===== config.mk =====
export PLATFORM = sky130hd
export DESIGN_NAME = tilemapGenerator
export DESIGN_NICKNAME = d
export VERILOG_FILES = /design/src/hdl/tilemapPkg.sv /design/src/hdl/tilemapGenerator.sv /design/src/hdl/layerMixer.sv /design/src/hdl/layerShifter.sv /design/src/hdl/tileSequencer.sv
export SDC_FILE = /design/constraint.sdc
export NUM_CORES = 1
export LEC_CHECK = 0
export BUFFER_PORTS_ARGS = -buffer_cell sky130_fd_sc_hd__buf_2
export CORE_UTILIZATION = 49
export CTS_CLUSTER_SIZE = 25
export DETAILED_ROUTE_END_ITERATION = 12
export GPL_TIMING_DRIVEN = 1
export HOLD_SLACK_MARGIN = 0.02
export PLACE_DENSITY_LB_ADDON = 0.3
export SYNTH_ARGS = -nofsm -noshare
export SYNTH_HDL_FRONTEND = slang
export SYNTH_HIERARCHICAL = 1
export SYNTH_SLANG_ARGS = --single-unit

===== constraint.sdc =====
create_clock -name CLK_6M -period 3.28 [get_ports CLK_6M]
set_input_delay 0.656 -clock CLK_6M [delete_from_list [all_inputs] [get_ports CLK_6M]]
set_output_delay 0.656 -clock CLK_6M [all_outputs]
set_load 0.02 [all_outputs]

===== src/hdl/tilemapPkg.sv =====
package tilemapPkg;

	////////////////////////////////////////////////////////////
	// Pixel and sliver geometry
	////////////////////////////////////////////////////////////

	// Dot index is three planes, one bit each
	localparam int pixelWidthDot = 3;
	// Color attribute goes on to the palette stage
	localparam int colorWidth = 8;
	// Priority compared against the other layer and the chain input
	localparam int priWidth = 3;
	// Pixels per sliver, equal to one slot in clocks
	localparam int sliverPixels = 4;
	// Width of the slot phase counter
	localparam int phaseWidth = $clog2(sliverPixels);
	// See-through dot value, all planes set
	localparam logic [pixelWidthDot-1:0] transparentDot = 3'd7;

	// Pattern word holds one plane per nibble
	localparam int patternWidth = pixelWidthDot * sliverPixels;

	////////////////////////////////////////////////////////////
	// Pixel as it travels down the chain
	////////////////////////////////////////////////////////////

	// Same layout for the background input and the final output
	typedef struct packed {
		logic [priWidth-1:0] pri;
		logic [colorWidth-1:0] color;
		logic [pixelWidthDot-1:0] dot;
		// Marks the first pixel of a slot
		logic first;
	} tilePixel;

	// One fetched tile sliver
	// Plane 0 in pattern[3:0], plane 1 in [7:4], plane 2 in [11:8]
	typedef struct packed {
		logic [patternWidth-1:0] pattern;
		logic [colorWidth-1:0] color;
	} tileSliver;

	////////////////////////////////////////////////////////////
	// CPU register port
	////////////////////////////////////////////////////////////

	// Register select
	typedef enum logic [1:0] {
		REG_PRI_A = 2'd0,
		REG_PRI_B = 2'd1,
		REG_CTRL  = 2'd2
	} regAddr;

	// One register write, priority taken from data[2:0], flip from data[0]
	typedef struct packed {
		regAddr addr;
		logic [7:0] data;
	} regWrite;

	// Per-layer control handed from the sequencer to a shifter
	typedef struct packed {
		logic [priWidth-1:0] pri;
		logic flip;
	} layerCtl;

endpackage

===== src/hdl/tilemapGenerator.sv =====
module tilemapGenerator (
	input logic CLK_6M,
	input logic rst,
	// Layer A fetch
	input tilemapPkg::tileSliver fetchA,
	input logic fetchAValid,
	output logic fetchAReady,
	// Layer B fetch
	input tilemapPkg::tileSliver fetchB,
	input logic fetchBValid,
	output logic fetchBReady,
	// CPU writes
	input tilemapPkg::regWrite cpuWr,
	input logic cpuWrValid,
	// Pixel chain
	input tilemapPkg::tilePixel bgIn,
	output tilemapPkg::tilePixel pixOut
);

	logic reload;
	logic firstPix;
	tilemapPkg::layerCtl ctlA;
	tilemapPkg::layerCtl ctlB;
	tilemapPkg::tilePixel pixA;
	tilemapPkg::tilePixel pixB;

	////////////////////////////////////////////////////////////
	// Control
	////////////////////////////////////////////////////////////

	tileSequencer seq (
		.CLK_6M(CLK_6M),
		.rst(rst),
		.fetchAValid(fetchAValid),
		.fetchBValid(fetchBValid),
		.fetchAReady(fetchAReady),
		.fetchBReady(fetchBReady),
		.cpuWr(cpuWr),
		.cpuWrValid(cpuWrValid),
		.reload(reload),
		.firstPix(firstPix),
		.ctlA(ctlA),
		.ctlB(ctlB)
	);

	////////////////////////////////////////////////////////////
	// Layers
	////////////////////////////////////////////////////////////

	// Layer A
	layerShifter shiftA (
		.CLK_6M(CLK_6M),
		.rst(rst),
		.fetch(fetchA),
		.fetchValid(fetchAValid),
		.fetchReady(fetchAReady),
		.reload(reload),
		.ctl(ctlA),
		.pix(pixA)
	);

	// Layer B
	layerShifter shiftB (
		.CLK_6M(CLK_6M),
		.rst(rst),
		.fetch(fetchB),
		.fetchValid(fetchBValid),
		.fetchReady(fetchBReady),
		.reload(reload),
		.ctl(ctlB),
		.pix(pixB)
	);

	// Priority mix against the chain input
	layerMixer mix (
		.CLK_6M(CLK_6M),
		.rst(rst),
		.pixA(pixA),
		.pixB(pixB),
		.bgIn(bgIn),
		.firstPix(firstPix),
		.pixOut(pixOut)
	);

endmodule


===== src/hdl/layerMixer.sv =====
module layerMixer (
	input logic CLK_6M,
	input logic rst,
	// Layer pixels and the chain input
	input tilemapPkg::tilePixel pixA,
	input tilemapPkg::tilePixel pixB,
	input tilemapPkg::tilePixel bgIn,
	// Slot start from the sequencer
	input logic firstPix,
	output tilemapPkg::tilePixel pixOut
);

	logic opaqueA;
	logic opaqueB;
	logic haveWinner;
	tilemapPkg::tilePixel winner;
	tilemapPkg::tilePixel mixed;

	////////////////////////////////////////////////////////////
	// Layer against layer
	////////////////////////////////////////////////////////////

	assign opaqueA = (pixA.dot != tilemapPkg::transparentDot);
	assign opaqueB = (pixB.dot != tilemapPkg::transparentDot);
	assign haveWinner = opaqueA | opaqueB;

	// A takes ties
	always_comb begin
		if (opaqueA && (!opaqueB || (pixA.pri >= pixB.pri))) begin
			winner = pixA;
		end else begin
			winner = pixB;
		end
	end

	////////////////////////////////////////////////////////////
	// Winner against background
	////////////////////////////////////////////////////////////

	// Layer must strictly beat the chain input
	always_comb begin
		if (haveWinner && (winner.pri > bgIn.pri)) begin
			mixed = winner;
		end else begin
			mixed = bgIn;
		end
		// Slot marker comes from our own phase
		mixed.first = firstPix;
	end

	// One pipeline stage to the output
	always_ff @(posedge CLK_6M) begin
		if (rst) begin
			pixOut <= '0;
		end else begin
			pixOut <= mixed;
		end
	end

endmodule


===== src/hdl/layerShifter.sv =====
module layerShifter (
	input logic CLK_6M,
	input logic rst,
	// Sliver from the fetch unit
	input tilemapPkg::tileSliver fetch,
	input logic fetchValid,
	input logic fetchReady,
	// Slot boundary from the sequencer
	input logic reload,
	input tilemapPkg::layerCtl ctl,
	// Current pixel of this layer
	output tilemapPkg::tilePixel pix
);

	// Plane fill that reads back as a see-through dot
	localparam logic [tilemapPkg::sliverPixels-1:0] clearPlane0 =
		{tilemapPkg::sliverPixels{tilemapPkg::transparentDot[0]}};
	localparam logic [tilemapPkg::sliverPixels-1:0] clearPlane1 =
		{tilemapPkg::sliverPixels{tilemapPkg::transparentDot[1]}};
	localparam logic [tilemapPkg::sliverPixels-1:0] clearPlane2 =
		{tilemapPkg::sliverPixels{tilemapPkg::transparentDot[2]}};

	////////////////////////////////////////////////////////////
	// Holding register
	////////////////////////////////////////////////////////////

	tilemapPkg::tileSliver holdSliver;
	logic holdValid;

	// Capture on transfer
	always_ff @(posedge CLK_6M) begin
		if (fetchValid && fetchReady) begin
			holdSliver <= fetch;
		end
	end

	// Mirrors the sequencer flag for this layer
	always_ff @(posedge CLK_6M) begin
		if (rst) begin
			holdValid <= 1'b0;
		end else begin
			holdValid <= (holdValid & ~reload) | (fetchValid & fetchReady);
		end
	end

	////////////////////////////////////////////////////////////
	// Plane shifters
	////////////////////////////////////////////////////////////

	logic [tilemapPkg::sliverPixels-1:0] plane0;
	logic [tilemapPkg::sliverPixels-1:0] plane1;
	logic [tilemapPkg::sliverPixels-1:0] plane2;
	logic [tilemapPkg::colorWidth-1:0] color;
	// Flip as sampled at the last reload
	logic flipSlot;

	always_ff @(posedge CLK_6M) begin
		if (rst) begin
			plane0 <= clearPlane0;
			plane1 <= clearPlane1;
			plane2 <= clearPlane2;
			flipSlot <= 1'b0;
		end else if (reload) begin
			flipSlot <= ctl.flip;
			if (holdValid) begin
				plane0 <= holdSliver.pattern[3:0];
				plane1 <= holdSliver.pattern[7:4];
				plane2 <= holdSliver.pattern[11:8];
			end else begin
				// Nothing fetched so the whole slot is see-through
				plane0 <= clearPlane0;
				plane1 <= clearPlane1;
				plane2 <= clearPlane2;
			end
		end else begin
			// Flipped slots walk from bit 0 up
			if (flipSlot) begin
				plane0 <= {clearPlane0[0], plane0[3:1]};
				plane1 <= {clearPlane1[0], plane1[3:1]};
				plane2 <= {clearPlane2[0], plane2[3:1]};
			end else begin
				plane0 <= {plane0[2:0], clearPlane0[0]};
				plane1 <= {plane1[2:0], clearPlane1[0]};
				plane2 <= {plane2[2:0], clearPlane2[0]};
			end
		end
	end

	// Attribute follows the sliver into the shifters
	always_ff @(posedge CLK_6M) begin
		if (reload && holdValid) begin
			color <= holdSliver.color;
		end
	end

	// Current pixel with the tap set by the shift direction
	always_comb begin
		pix.pri = ctl.pri;
		pix.color = color;
		if (flipSlot) begin
			pix.dot = {plane2[0], plane1[0], plane0[0]};
		end else begin
			pix.dot = {plane2[3], plane1[3], plane0[3]};
		end
		// Slot marker is added by the mixer
		pix.first = 1'b0;
	end

endmodule


===== src/hdl/tileSequencer.sv =====
module tileSequencer (
	input logic CLK_6M,
	input logic rst,
	// Fetch handshakes
	// Sliver data goes straight to the shifters
	input logic fetchAValid,
	input logic fetchBValid,
	output logic fetchAReady,
	output logic fetchBReady,
	// CPU register port
	input tilemapPkg::regWrite cpuWr,
	input logic cpuWrValid,
	// Slot timing
	output logic reload,
	output logic firstPix,
	// Layer controls
	output tilemapPkg::layerCtl ctlA,
	output tilemapPkg::layerCtl ctlB
);

	////////////////////////////////////////////////////////////
	// Slot phase
	////////////////////////////////////////////////////////////

	// Pixel position within the current slot
	logic [tilemapPkg::phaseWidth-1:0] phase;

	// Free running counter that wraps every sliver
	always_ff @(posedge CLK_6M) begin
		if (rst) begin
			phase <= '0;
		end else if (phase == tilemapPkg::phaseWidth'(tilemapPkg::sliverPixels - 1)) begin
			phase <= '0;
		end else begin
			phase <= phase + 1'b1;
		end
	end

	// Last pixel of the slot
	// Shifters load on the edge that ends it
	assign reload = (phase == tilemapPkg::phaseWidth'(tilemapPkg::sliverPixels - 1));
	// First pixel of the slot
	assign firstPix = (phase == '0);

	////////////////////////////////////////////////////////////
	// Holding register occupancy
	////////////////////////////////////////////////////////////

	// Set while a sliver waits for the next reload
	logic holdFullA;
	logic holdFullB;

	// Accept only into an empty holding register
	assign fetchAReady = ~holdFullA;
	assign fetchBReady = ~holdFullB;

	// Reload empties the register and a transfer on the same edge refills it
	always_ff @(posedge CLK_6M) begin
		if (rst) begin
			holdFullA <= 1'b0;
			holdFullB <= 1'b0;
		end else begin
			holdFullA <= (holdFullA & ~reload) | (fetchAValid & fetchAReady);
			holdFullB <= (holdFullB & ~reload) | (fetchBValid & fetchBReady);
		end
	end

	////////////////////////////////////////////////////////////
	// CPU registers
	////////////////////////////////////////////////////////////

	logic [tilemapPkg::priWidth-1:0] priA;
	logic [tilemapPkg::priWidth-1:0] priB;
	// Horizontal flip shared by both layers
	logic flip;

	// Write lands on the edge and reaches the mixer next cycle
	always_ff @(posedge CLK_6M) begin
		if (rst) begin
			priA <= '0;
			priB <= '0;
			flip <= 1'b0;
		end else if (cpuWrValid) begin
			case (cpuWr.addr)
				tilemapPkg::REG_PRI_A: begin
					priA <= cpuWr.data[tilemapPkg::priWidth-1:0];
				end
				tilemapPkg::REG_PRI_B: begin
					priB <= cpuWr.data[tilemapPkg::priWidth-1:0];
				end
				tilemapPkg::REG_CTRL: begin
					flip <= cpuWr.data[0];
				end
				default: begin
					// Unmapped address is ignored
				end
			endcase
		end
	end

	// Pack per-layer controls
	always_comb begin
		ctlA.pri = priA;
		ctlA.flip = flip;
		ctlB.pri = priB;
		ctlB.flip = flip;
	end

endmodule


==> results_dict.tcl <==
set metrics [dict create \
    clock-root-buffer "clkbuf_8" \
    cp_data_arrival_time_ps 3390 \
    tns_ps 0 \
    grt_max_degree 39 \
    slew_viol_final 0 \
    rows 34 \
    worstSetupPathType "reg -> reg" \
    power.leakage_nw 2.14 \
    die_w_um 96.6 \
    synthCells 329 \
    die_area_um2 9330 \
    gp_congestion 0.794 \
    peakVddDrop_mv 0.204 \
    fp.dieH_um 96.6 \
    min_path_type "reg -> reg" \
    track_usage 0.164 \
    hold_buffers 0 \
    cts_tree "done" \
    ctsLongestPathBuffers 2 \
    grt_pass1_wl_um 12200 \
    globalRouteOverflowTotal 0 \
    max_cap_violations 0 \
    max_slew_margin 0.444 \
    grt_pass1_vias 2625 \
    clock.fmax_mhz 321 \
    dr_total_vias 2671 \
    endpoint_kind "flop" \
    cp.required_ps 3550 \
    fin_crit_sh 0.951 \
    worst_slew_pin_slew_ps 833 \
    boundaryPins 87 \
    hpwl_um 5300 \
    grt_setup_unrepaired "false" \
    core_um2 8680 \
    drive_gt1_frac 0.293 \
    final_util 0.584 \
    drt-total-wl_um 7470 \
    post-route-min-period_ps 3120 \
    h-tree-depth 3 \
    status "completed" \
    hold_violations 0 \
    nNetsFinal 484 \
    cp_max_fo 10 \
    drt-pass1-iter-count 4 \
    fin_skew_ps 14.3 \
    ant_nets 0 \
    clk_latency_ps 360 \
    syn-mean-instance-area_um2 13.3 \
    setup_viol 0 \
    yosysWarnings 6 \
    pwr_density_cell_nw_per_um2 492 \
    numCtsBuffers 9 \
    port_buffers 80 \
    wl_per_cell_um 14.4 \
    via_per_inst 5.16 \
    start_kind "flop" \
    drt_first_iter_violations 94 \
    start_util 0.505 \
    antennaDiodeCount 0 \
    grt_antenna_before_repair 0 \
    clk_pin_slew_ps 100 \
    drc_errors 0 \
    clkSinkCount 110 \
    synth_area_um2 4390 \
    synthesis.nets 408 \
    synthToLayoutAreaGrowth_pct 15.6 \
]
==> power by group <==
| group | internal [mW] | total [mW] | switching [mW] |
|---|---|---|---|
| logic | 0.0862 | 0.192 | 0.106 |
| clock network | 0.311 | 0.775 | 0.464 |
| registers | 1.50 | 1.53 | 0.0241 |
==> layout make-up <==
cell class / count / area, um2
fill: 718 / 3610
sequential: 110 / 2770
multi-input combinational: 181 / 1450
timing repair buffer: 90 / 483
clock buffer: 10 / 138
tap: 108 / 135
clock inverter: 6 / 55.1
inverter: 13 / 48.8
==> layout by cell type, fill, tap and decap left out, drive strengths merged, types with 10 or more instances in the layout <==
cell,count
buf,90
clkbuf,10
dfxtp,54
a211oi,13
nor2,19
mux2i,32
a2bb2oi,10
nand3b,10
inv,16
edfxtp,56
nand2b,15
==> worst paths after layout <==
| check | from | endpoint | slack [ps] | depth (start not counted) |
|---|---|---|---|---|
| min reg2reg | shiftA/holdSliver[7]$_DFFE_PP_ | shiftA/color[7]$_DFFE_PP_ | 430 | 0 |
| min | shiftA/holdSliver[7]$_DFFE_PP_ | shiftA/color[7]$_DFFE_PP_ | 430 | 0 |
| max reg2reg | shiftB/flipSlot$_SDFFE_PP0P_ | mix/pixOut[11]$_SDFF_PP0_ | 160 | 12 |
| max | shiftB/flipSlot$_SDFFE_PP0P_ | mix/pixOut[11]$_SDFF_PP0_ | 160 | 12 |
==> registers in the layout, indices dropped and copies added, names as in the netlist, 4 cells and up <==
register,cells
shiftB/plane1,4
shiftB/color,8
shiftB/holdSliver,20
shiftB/plane0,4
shiftA/plane2,4
shiftA/holdSliver,20
mix/pixOut,15
shiftA/color,8
shiftA/plane1,4
shiftB/plane2,4
shiftA/plane0,4
==> stage by stage <==
| stage | instances | power, mW | setup slack, ps | instance area (um2) | hold slack [ps] |
|---|---|---|---|---|---|
| final | 518 | 2.50 | 161 | 5070 | 432 |
| after global routing | 518 | 2.60 | 11.8 | 5070 | 437 |
| after CTS | 516 | 2.52 | 50.4 | 5010 | 436 |
| after detailed placement | 500 | 1.75 | 67.7 | 4820 | 410 |
| after global placement | 500 | 1.74 | 128 | 4820 | 401 |
| after floorplan | 329 | 1.67 | 49.4 | 4390 | 400 |
==> worst max-delay path, cell delays in order (launching register included) <==
cell	delay, ps
dfxtp_4	390
mux2_2	380
and3_1	160
a311oi_2	300
nand2b_4	240
mux2i_4	250
inv_1	60
ha_1	290
nor2b_1	130
o21a_1	190
o221a_4	240
buf_4	170
a211oi_1	220
==> per-layer routing <==
metal  global-route usage  up-vias  wire [um]
li1                     -     1346          -
met1                0.206     1262       3360
met2                0.280       57       3760
met3               0.0419        6        276
met4               0.0459        0         71
met5                    0        -          0
==> what timing repair did <==
action                                  4_1_cts  5_1_grt
endpoints found under the setup margin        0       13
buffers inserted                              0        1
hold endpoints to repair                      0        0
resized for setup                             0       13
Note: power is estimated with default switching activity, not from simulation.
